<file path="src/verilog/cpuGluePkg.sv">
`default_nettype none

package cpuGluePkg;

    ////////////////////
    // Cycle regions
    ////////////////////

    // Region of the open bus cycle, REGION_NONE for unmapped space
    typedef enum logic [2:0] {
        REGION_NONE,
        REGION_ROM,
        REGION_CIA,
        REGION_CHIPRAM,
        REGION_CHIPREG,
        REGION_AUTOVEC
    } regionT;

    ////////////////////
    // Acknowledge FSM
    ////////////////////

    typedef enum logic [2:0] {
        ACK_IDLE,
        ACK_ROMWAIT,
        ACK_CIAWAIT,
        ACK_DRIVE,
        ACK_EXTWAIT
    } ackStateT;

    // Transfer type of an interrupt acknowledge
    localparam logic [1:0] TT_AUTOVEC = 2'd3;

    ////////////////////
    // Address map
    ////////////////////

    // ROM at 0xF80000-0xFFFFFF, only bits 23:19 are compared
    localparam logic [7:0] ROM_BASE_HI = 8'hF8;
    // CIA page, bits 23:16
    localparam logic [7:0] CIA_PAGE = 8'hBF;
    // Chip register page, bits 23:12
    localparam logic [11:0] CHIPREG_PAGE = 12'hDFF;
    // Last chip RAM page, bits 23:16
    localparam logic [7:0] CHIPRAM_TOP = 8'h1F;

endpackage

`default_nettype wire

</file>
<file path="src/verilog/addressDecode.sv">
`timescale 1ns/1ps
`default_nettype none

module addressDecode (
    input  wire                CLK40,
    input  wire                nRESET,
    input  wire                nTs,
    input  wire  [1:0]         tt,
    input  wire                ovl,
    input  wire                nLben,
    input  wire  [31:12]       addr,
    input  wire                cycleDone,
    output cpuGluePkg::regionT region,
    output logic               cycleActive,
    output logic               nRomEn,
    output logic               nCiaCs0,
    output logic               nCiaCs1,
    output logic               nRamSpace,
    output logic               nRegSpace,
    output logic               nBufEn
);
    import cpuGluePkg::*;

    // Captured cycle attributes
    logic [31:12] addrQ;
    logic [1:0]   ttQ;
    logic         ovlQ;
    logic         nLbenQ;

    // Decode terms
    logic topZero;
    logic romRange;
    logic lowOverlay;

    ////////////////////
    // Cycle latch
    ////////////////////

    // Open on sampled nTs, close on the edge after the acknowledge
    always_ff @(posedge CLK40) begin
        if (!nRESET) begin
            cycleActive <= 1'b0;
        end else if (cycleActive) begin
            if (cycleDone) begin
                cycleActive <= 1'b0;
            end
        end else if (!nTs) begin
            cycleActive <= 1'b1;
        end
    end

    // nTs inside an open cycle is ignored
    always_ff @(posedge CLK40) begin
        if (!cycleActive && !nTs) begin
            addrQ  <= addr;
            ttQ    <= tt;
            ovlQ   <= ovl;
            nLbenQ <= nLben;
        end
    end

    ////////////////////
    // Region decode
    ////////////////////

    // Only the low 16 MB is mapped
    assign topZero    = (addrQ[31:24] == 8'h00);
    assign romRange   = (addrQ[23:19] == ROM_BASE_HI[7:3]);
    // Overlay puts ROM over the first 512 KB of chip RAM
    assign lowOverlay = ovlQ && (addrQ[23:19] == 5'd0);

    always_comb begin
        if (ttQ == TT_AUTOVEC) begin
            region = REGION_AUTOVEC;
        end else if (!topZero) begin
            region = REGION_NONE;
        end else if (romRange || lowOverlay) begin
            region = REGION_ROM;
        end else if (addrQ[23:16] == CIA_PAGE) begin
            region = REGION_CIA;
        end else if (addrQ[23:12] == CHIPREG_PAGE) begin
            region = REGION_CHIPREG;
        end else if (addrQ[23:16] <= CHIPRAM_TOP) begin
            // Overlay case already taken by ROM above
            region = REGION_CHIPRAM;
        end else begin
            region = REGION_NONE;
        end
    end

    ////////////////////
    // Selects
    ////////////////////

    assign nRomEn    = !(cycleActive && (region == REGION_ROM));
    // A12 low picks CIA 0, A13 low picks CIA 1
    assign nCiaCs0   = !(cycleActive && (region == REGION_CIA) && !addrQ[12]);
    assign nCiaCs1   = !(cycleActive && (region == REGION_CIA) && !addrQ[13]);
    assign nRamSpace = !(cycleActive && (region == REGION_CHIPRAM));
    assign nRegSpace = !(cycleActive && (region == REGION_CHIPREG));

    // Data buffers only for chip bus cycles on the low lanes
    assign nBufEn = !(cycleActive && !nLbenQ &&
                      ((region == REGION_CHIPRAM) || (region == REGION_CHIPREG)));

endmodule

`default_nettype wire

</file>
<file path="src/verilog/ciaClock.sv">
`timescale 1ns/1ps
`default_nettype none

module ciaClock #(
    parameter int CIA_DIV = 56
) (
    input  wire  CLK40,
    input  wire  nRESET,
    output logic ciaClk,
    output logic ciaStrobe
);

    localparam int CNT_W = (CIA_DIV > 2) ? $clog2(CIA_DIV) : 1;
    localparam int HALF  = CIA_DIV / 2;

    // Position within one CIA clock period
    logic [CNT_W-1:0] divCnt;

    ////////////////////
    // Divider
    ////////////////////

    // Low for the first half, high for the second
    always_ff @(posedge CLK40) begin
        if (!nRESET) begin
            divCnt <= '0;
            ciaClk <= 1'b0;
        end else if (divCnt == CNT_W'(CIA_DIV - 1)) begin
            divCnt <= '0;
            ciaClk <= 1'b0;
        end else begin
            divCnt <= divCnt + 1'b1;
            if (divCnt == CNT_W'(HALF - 1)) begin
                ciaClk <= 1'b1;
            end
        end
    end

    // Last high cycle, falling edge follows
    assign ciaStrobe = (divCnt == CNT_W'(CIA_DIV - 1));

endmodule

`default_nettype wire

</file>
<file path="src/verilog/cpuGlue.sv">
`timescale 1ns/1ps
`default_nettype none

module cpuGlue #(
    parameter int ROM_WAIT    = 3,
    parameter int CIA_DIV     = 56,
    parameter int TICK60_HALF = 333333,
    parameter int TICK50_HALF = 400000
) (
    input  wire          CLK40,
    input  wire          nRESET,
    input  wire          nTs,
    input  wire  [1:0]   tt,
    input  wire          rnw,
    input  wire          ovl,
    input  wire          nLben,
    input  wire  [31:12] addr,
    input  wire          nTaExt,
    output wire          nTa,
    output wire          taEn,
    output wire          nTci,
    output wire          nTbi,
    output wire          nRomEn,
    output wire          nBufEn,
    output wire          nCiaCs0,
    output wire          nCiaCs1,
    output wire          nRamSpace,
    output wire          nRegSpace,
    output wire          ciaClk,
    output wire          tick60,
    output wire          tick50
);
    import cpuGluePkg::*;

    // Decode to acknowledge
    regionT region;
    logic   cycleActive;
    // Acknowledge back to decode
    logic   cycleDone;
    // End of CIA clock high phase
    logic   ciaStrobe;

    ////////////////////
    // Address decode
    ////////////////////

    addressDecode uDecode (
        .CLK40       (CLK40),
        .nRESET      (nRESET),
        .nTs         (nTs),
        .tt          (tt),
        .ovl         (ovl),
        .nLben       (nLben),
        .addr        (addr),
        .cycleDone   (cycleDone),
        .region      (region),
        .cycleActive (cycleActive),
        .nRomEn      (nRomEn),
        .nCiaCs0     (nCiaCs0),
        .nCiaCs1     (nCiaCs1),
        .nRamSpace   (nRamSpace),
        .nRegSpace   (nRegSpace),
        .nBufEn      (nBufEn)
    );

    ////////////////////
    // Transfer ack
    ////////////////////

    transferAck #(
        .ROM_WAIT (ROM_WAIT)
    ) uAck (
        .CLK40       (CLK40),
        .nRESET      (nRESET),
        .region      (region),
        .cycleActive (cycleActive),
        .ciaStrobe   (ciaStrobe),
        .nTaExt      (nTaExt),
        .nTa         (nTa),
        .taEn        (taEn),
        .nTci        (nTci),
        .nTbi        (nTbi),
        .cycleDone   (cycleDone)
    );

    ////////////////////
    // Clocks and ticks
    ////////////////////

    ciaClock #(
        .CIA_DIV (CIA_DIV)
    ) uCiaClock (
        .CLK40     (CLK40),
        .nRESET    (nRESET),
        .ciaClk    (ciaClk),
        .ciaStrobe (ciaStrobe)
    );

    tickGen #(
        .TICK60_HALF (TICK60_HALF),
        .TICK50_HALF (TICK50_HALF)
    ) uTick (
        .CLK40  (CLK40),
        .nRESET (nRESET),
        .tick60 (tick60),
        .tick50 (tick50)
    );

endmodule

`default_nettype wire

</file>
<file path="src/verilog/tickGen.sv">
`timescale 1ns/1ps
`default_nettype none

module tickGen #(
    parameter int TICK60_HALF = 333333,
    parameter int TICK50_HALF = 400000
) (
    input  wire  CLK40,
    input  wire  nRESET,
    output logic tick60,
    output logic tick50
);

    // Sized for the longer half period
    localparam int MAX_HALF = (TICK60_HALF > TICK50_HALF) ? TICK60_HALF : TICK50_HALF;
    localparam int CNT_W    = (MAX_HALF > 2) ? $clog2(MAX_HALF) : 1;

    ////////////////////
    // Tick dividers
    ////////////////////

    // Index 0 is 60 Hz, index 1 is 50 Hz
    for (genvar i = 0; i < 2; i++) begin : gTick
        localparam int HALF_LEN = (i == 0) ? TICK60_HALF : TICK50_HALF;

        logic [CNT_W-1:0] halfCnt;
        logic             tickQ;

        // Toggle at the end of each half period
        always_ff @(posedge CLK40) begin
            if (!nRESET) begin
                halfCnt <= '0;
                tickQ   <= 1'b0;
            end else if (halfCnt == CNT_W'(HALF_LEN - 1)) begin
                halfCnt <= '0;
                tickQ   <= !tickQ;
            end else begin
                halfCnt <= halfCnt + 1'b1;
            end
        end
    end

    assign tick60 = gTick[0].tickQ;
    assign tick50 = gTick[1].tickQ;

endmodule

`default_nettype wire

</file>
<file path="src/verilog/transferAck.sv">
`timescale 1ns/1ps
`default_nettype none

module transferAck #(
    parameter int ROM_WAIT = 3
) (
    input  wire                CLK40,
    input  wire                nRESET,
    input  wire cpuGluePkg::regionT region,
    input  wire                cycleActive,
    input  wire                ciaStrobe,
    input  wire                nTaExt,
    output logic               nTa,
    output logic               taEn,
    output logic               nTci,
    output logic               nTbi,
    output logic               cycleDone
);
    import cpuGluePkg::*;

    // Waits follow the idle cycle that first sees the cycle open
    localparam int WAIT_W = (ROM_WAIT > 2) ? $clog2(ROM_WAIT) : 1;
    localparam logic [WAIT_W-1:0] WAIT_LOAD = (ROM_WAIT > 1) ? WAIT_W'(ROM_WAIT - 1) : '0;

    ackStateT          state;
    ackStateT          stateNext;
    logic [WAIT_W-1:0] waitCnt;
    logic              driveAck;

    ////////////////////
    // State register
    ////////////////////

    always_ff @(posedge CLK40) begin
        if (!nRESET) begin
            state <= ACK_IDLE;
        end else begin
            state <= stateNext;
        end
    end

    // Preloaded in idle, counts down in ROM wait
    always_ff @(posedge CLK40) begin
        if (state == ACK_IDLE) begin
            waitCnt <= WAIT_LOAD;
        end else if ((state == ACK_ROMWAIT) && (waitCnt != '0)) begin
            waitCnt <= waitCnt - 1'b1;
        end
    end

    ////////////////////
    // Next state
    ////////////////////

    always_comb begin
        stateNext = state;
        case (state)
            ACK_IDLE: begin
                // Cycle already ended by another agent stays here
                if (cycleActive && nTaExt) begin
                    case (region)
                        REGION_ROM, REGION_AUTOVEC: begin
                            if (ROM_WAIT > 0) begin
                                stateNext = ACK_ROMWAIT;
                            end else begin
                                stateNext = ACK_DRIVE;
                            end
                        end
                        REGION_CIA: begin
                            // Strobe already here, ack next cycle
                            if (ciaStrobe) begin
                                stateNext = ACK_DRIVE;
                            end else begin
                                stateNext = ACK_CIAWAIT;
                            end
                        end
                        // Chip bus and unmapped cycles end on nTaExt
                        default: stateNext = ACK_EXTWAIT;
                    endcase
                end
            end
            ACK_ROMWAIT: begin
                if (!nTaExt) begin
                    stateNext = ACK_IDLE;
                end else if (waitCnt == '0) begin
                    stateNext = ACK_DRIVE;
                end
            end
            ACK_CIAWAIT: begin
                if (!nTaExt) begin
                    stateNext = ACK_IDLE;
                end else if (ciaStrobe) begin
                    stateNext = ACK_DRIVE;
                end
            end
            // Single cycle acknowledge
            ACK_DRIVE: stateNext = ACK_IDLE;
            ACK_EXTWAIT: begin
                if (!nTaExt) begin
                    stateNext = ACK_IDLE;
                end
            end
            default: stateNext = ACK_IDLE;
        endcase
    end

    ////////////////////
    // Bus outputs
    ////////////////////

    assign driveAck = (state == ACK_DRIVE);
    assign nTa      = !driveAck;
    assign taEn     = driveAck;
    // No bursts from any region here
    assign nTbi     = !driveAck;
    // CIA registers are never cached
    assign nTci     = !(driveAck && (region == REGION_CIA));

    // Either acknowledge closes the cycle
    assign cycleDone = cycleActive && (driveAck || !nTaExt);

endmodule

`default_nettype wire
</file>
<file path="config.mk">
export PLATFORM = sky130hd
export DESIGN_NAME = cpuGlue
export DESIGN_NICKNAME = d
export VERILOG_FILES = /design/src/verilog/cpuGluePkg.sv /design/src/verilog/addressDecode.sv /design/src/verilog/ciaClock.sv /design/src/verilog/cpuGlue.sv /design/src/verilog/tickGen.sv /design/src/verilog/transferAck.sv
export SDC_FILE = /design/constraint.sdc
export NUM_CORES = 1
export LEC_CHECK = 0
export BUFFER_PORTS_ARGS = -buffer_cell sky130_fd_sc_hd__buf_2
export CORE_AREA = 2 2 64 96
export DETAILED_ROUTE_END_ITERATION = 10
export DIE_AREA = 0 0 66 98
export GPL_ROUTABILITY_DRIVEN = 0
export PLACE_DENSITY = 0.79
export SLEW_MARGIN = 0
export SYNTH_ARGS = -nofsm -noshare
export SYNTH_HDL_FRONTEND = slang
export SYNTH_SLANG_ARGS = --single-unit
</file>
<file path="constraint.sdc">
create_clock -name CLK40 -period 6.14 [get_ports CLK40]
set_clock_uncertainty 0.05 [all_clocks]
set_input_delay 0.921 -clock CLK40 [delete_from_list [all_inputs] [get_ports CLK40]]
set_output_delay 0.921 -clock CLK40 [all_outputs]
set_load 0.02 [all_outputs]
</file>
* After elaboration in Yosys (flattened, before gate mapping) *
Cells that the tools add are included.

operators by class
  add/subtract/negate cells = 4
  $lt $le $gt $ge = 1
  equal/unequal tests = 21
  mux-type cells = 18
  bitwise logic cells = 1
  reduce and logical (&&, ||, !) cells = 43

operators with widths
  cell                                                                   number
  19-bit by 1-bit adder with 19-bit output, second input constant        2
  19-bit == test, second input constant                                  2
  3-bit two-way mux                                                      11
  1-bit logical NOT                                                      16
  1-bit logical AND                                                      14
  12-bit == test, second input constant                                  1
  3-bit by 2-bit == test with 1-bit output, second input constant        4
  3-bit one-hot mux with 4 select lines                                  1
  3-bit == test, second input constant                                   3
  8-bit == test, second input constant                                   1
  8-bit by 5-bit <= comparator with 1-bit output, second input constant  1
  8-bit logical NOT                                                      1
  2-bit OR reduction                                                     4
  6-bit by 1-bit adder with 6-bit output, second input constant          1
  3-bit by 1-bit == test with 1-bit output, second input constant        2
  6-bit by 5-bit == test with 1-bit output, second input constant        1
  6-bit == test, second input constant                                   1
  3-bit != test, second input constant                                   2
  3-bit one-hot mux with 2 select lines                                  1
  5-bit == test, second input constant                                   1
  5-bit logical NOT                                                      1
  1-bit two-way mux                                                      4
  2-bit != test, second input constant                                   2
  4-bit AND reduction                                                    1
  other kinds (8)                                                        10

word-level totals
  bits in registers = 77
  input bits = 29
  output and inout port bits = 13
  logic and storage cells = 101

* Depth between registers and ports, before layout *
  depth in word-level cells = 12
  gate-level depth with buffers = 8
  mapped depth without buffers = 7

* By module *
Synthesis repeated with hierarchy kept, for this count alone.

second synthesis, totals
  cell total of the unflattened synthesis = 348
  area, all modules = 3539.6 um^2

by module, submodules not included
  module         instances  cells each  area each (um^2)  sequential area each (um^2)
  tickGen        1          215         1891.8            800.8
  addressDecode  1          58          954.7             740.7
  transferAck    1          46          419.2             100.1
  ciaClock       1          29          274.0             140.1

* Worst setup path before layout *
Ideal clock, no wire load.

  kind = register to output
  start point = reg uDecode.addrQ[25] in the netlist's numbering
  end point = out nCiaCs0
  arrival = 1727 ps
  data required time = 5169 ps
  setup slack = 3442 ps
  stages on the path, launching flop included = 7
  path buffers = 1
  cell sequence = edfxtp_1 nor4_2 nand2_1 or4_1 buf_2 nor2_4 nand3b_1

on the way
  longest elaborated chain between the ends = 7

RTL lines
  item                                      RTL line             text
  from (decl)                               addressDecode.sv:25  logic [31:12] addrQ;
  from (signal assigned)                    addressDecode.sv:55  addrQ <= addr;
  8-bit logical NOT                         addressDecode.sv:67  assign topZero = (addrQ[31:24] == 8'h00);
  3-bit two-way mux                         addressDecode.sv:75  end else if (!topZero) begin
  3-bit two-way mux                         addressDecode.sv:73  if (ttQ == TT_AUTOVEC) begin
  3-bit by 2-bit == test with 1-bit output  addressDecode.sv:97  assign nCiaCs0 = !(cycleActive && (region == REGION_CIA) && !addrQ[12]);
  1-bit logical AND (2 in series)           addressDecode.sv:97
  1-bit logical NOT                         addressDecode.sv:97
  to (decl)                                 cpuGlue.sv:25        output wire nCiaCs0,

No other way between the ends.

* Worst setup path after layout *
Same ends and word-level chain as after synthesis.

==> summary.txt <==
Worst slew margin: 0.256
Final Hold Fails: 0
R2R setup slack: 4.05 ns
Syn_area_per_cell: 9.95 µm²
Detailed-route DRC error count: 0
Num CTS Buffers: 9
Fmax: 305 MHz
Starting Density: 0.569
Die height: 98 µm
YS warnings: 0
Starting DRT DRC Count: 93
Seq/Total Area, Yosys: 0.549
R2R Path Start: uTick.gTick[1].halfCnt[0]$_SDFF_PP0_
Clock period minus worst slack: 3.28 ns
Number of setup buffers added after CTS: 0
Crit-path cells: nor4_2 -> nand2_1 -> or4_1 -> nor2_4 -> nand3b_1 -> buf_2
Worst-Skew Late Latency: 0.35 ns
Met1 wire length: 2340 µm
Top_reg_cell synth: dfxtp_1
CP startpoint kind: register
CTS tree: built
Outcome: complete, no violations
Max IR drop VDD: 0.181 mV
Routed wl met2: 2920 µm
WS Path Type: register to output pin
Top sig layer: met4
Die width: 66 µm
Dpl hpwl: 4060 µm
Element type at the critical path end: output pin
Fraction of layout cells with a size suffix above 1: 0.163
Vias in the first global route: 2347
Setup_tns: 0 ns
Worst path slowest cell: or4_1
Library cells used by synthesis: 42
Largest net degree at the start of global routing: 26
Post-Syn Instances: 326
Req. time, crit path: 5.17 ns
CTS hold repair buffers: 0
GR Overflow Total: 0
Antenna Cells: 0
CTS clk-pin slew, worst paths: 0.09 ns
Delay of the slowest critical-path stage: 0.71 ns
DIE AREA: 6470 µm²
Row cnt: 34
CTS root buffer: clkbuf_8
WHS Path Cells: 1
Total Nets Final: 404
Total number of vias: 2428
PD cells: 258 nW/µm²
Post-CTS Resized: 0
Hold EP: uCiaClock.divCnt[0]$_SDFF_PP0_
Min-Delay Startpoint: uCiaClock.divCnt[0]$_SDFF_PP0_
Routed Antenna Nets: 0
Detailed Route WL: 5670 µm
Fillers: 471
IO Pins: 42
First-pass DRT Iterations: 4
Average wire per standard cell: 12.7 µm
Crit Path Max Fanout: 6
Post-Syn Area: 3240 µm²
IO buf count: 40
# H-tree levels: 3
Unrepaired setup endpoints after global routing: no
Fin crit share: 0.535
Antenna violations before repair: 0
Flops & latches, synth: 77
Post-synth EDFFs: 24
Worst min path class: register to register
Reg2Reg Depth: 6
Via density: 5.43
First-pass GRT wire length: 9750 µm
Leakage: 1.38 nW
Metal3 WL: 239 µm
Mapped Nets: 360
Tot GR Track Use: 0.197
Smallest hold slack: 0.397 ns
Data arrival, critical path: 2.31 ns
Final setup viols: 0
Max Root-Sink Buffers: 2
Reg-to-reg endpoint: uTick.gTick[1].halfCnt[2]$_SDFF_PP0_
Core area: 5700 µm²
Asr flop ratio synth: 0
Slew Limit Fails: 0
Layout Area Growth over Synthesis: 13.8%
Maxcap violations: 0
Slew @ Worst Pin: 1.11 ns
Clk sinks: 77
## cells in the final DEF, fill, tap and decap left out, types with 2 or more instances in the layout
| master | n |
|---|---|
| a21oi_1 | 5 |
| inv_6 | 2 |
| nor4bb_1 | 3 |
| nand4_1 | 14 |
| o21ai_1 | 2 |
| xor2_1 | 18 |
| clkinv_4 | 3 |
| nand2b_1 | 2 |
| nand2_1 | 19 |
| dfxtp_1 | 53 |
| inv_8 | 2 |
| clkbuf_8 | 9 |
| nor2b_1 | 2 |
| o21ai_0 | 7 |
| mux2i_1 | 2 |
| nor4_1 | 3 |
| nor3_1 | 11 |
| or3_1 | 4 |
| inv_1 | 14 |
| nor2_1 | 55 |
| nand3b_1 | 2 |
| and3_1 | 10 |
| buf_2 | 40 |
| and2_1 | 4 |
| xnor2_1 | 18 |
| ha_1 | 5 |
| nand3_1 | 18 |
| a31oi_1 | 4 |
| edfxtp_1 | 24 |
| nor4_2 | 2 |
| and4_1 | 4 |
## where the power goes
group          switching [W]  internal [W]
Sequential        0.00000989      0.000542
Clock               0.000205      0.000157
Combinational      0.0000224     0.0000160
Total               0.000237      0.000715
## kinds of logic after synthesis
family / after synthesis / share of synthesized area
and+or+nand+nor: 161 / 0.257
DFF: 77 / 0.549
xor gates and xnor gates: 36 / 0.0972
AOI/OAI and AO/OA: 24 / 0.0436
buffers and inverters: 21 / 0.0274
adders and majority gates: 5 / 0.0193
muxes: 2 / 0.00617
## registers in the layout (all words and copies together), names as in the netlist
register             cells
uTick.gTick.halfCnt     38
uDecode.addrQ           20
uCiaClock.divCnt         6
uAck.state               3
uAck.waitCnt             2
uDecode.ttQ              2
uCiaClock.ciaClk         1
uDecode.cycleActive      1
uDecode.nLbenQ           1
uDecode.ovlQ             1
uTick.tick50             1
uTick.tick60             1
## synth_stat cells, drive strengths merged (5+ instances only)
master | instances | area, µm²
a21oi | 5 | 25.0
and3 | 10 | 62.6
dfxtp | 53 | 1060
edfxtp | 24 | 721
ha | 5 | 62.6
inv | 14 | 52.6
nand2 | 19 | 71.3
nand3 | 18 | 90.1
nand4 | 14 | 87.6
nor2 | 57 | 221
nor3 | 11 | 55.1
nor4 | 5 | 43.8
o21ai | 10 | 53.8
xnor2 | 18 | 158
xor2 | 18 | 158
## critical path, delay by kind of cell, from the launching register on
kind	cells	cell delay, ns
AND/OR/NAND/NOR	5	1.40
buffers and inverters	1	0.17
flip-flops	1	0.39
## stage by stage
step           power [W]  setup slack (ns)   util  cell area, µm²  std cells
2_1_floorplan   0.000586              3.44      -            3240        326
5_1_grt         0.000994              2.74  0.647            3690        447
6_report        0.000953              2.86  0.647            3690        447
3_3_place_gp    0.000600              3.25  0.614            3500        431
3_5_place_dp    0.000603              3.22  0.614            3500        431
4_1_cts         0.000963              2.82  0.647            3690        447
## per-layer routing
| layer | up-vias | track usage |
|---|---|---|
| met1 | 1134 | 0.221 |
| li1 | 1228 | - |
| met3 | 14 | 0.0634 |
| met5 | - | 0 |
| met4 | 0 | 0.0926 |
| met2 | 52 | 0.333 |
## final cells by class
type	instances	area [µm²]	share of cell area
sequential	77	1780	0.483
inverter	14	52.6	0.0142
multi-input combinational	228	1380	0.373
clock buffer	9	124	0.0336
timing repair buffer	40	200	0.0542
tap	72	90.1	0.0244
clock inverter	7	66.3	0.0180
## how the worst max path moves through the flow
stage                                start      end  slack, ns  cells past startpoint
2_1_floorplan  uDecode.addrQ[25]$_DFFE_PP_  nCiaCs0       3.44                      6
3_3_place_gp   uDecode.addrQ[25]$_DFFE_PP_  nCiaCs1       3.25                      6
3_5_place_dp   uDecode.addrQ[25]$_DFFE_PP_  nCiaCs0       3.22                      6
4_1_cts        uDecode.addrQ[25]$_DFFE_PP_  nCiaCs0       2.82                      6
5_1_grt        uDecode.addrQ[25]$_DFFE_PP_  nCiaCs0       2.74                      6
6_report       uDecode.addrQ[25]$_DFFE_PP_  nCiaCs0       2.86                      6
Power figures use the tool's default switching activity.
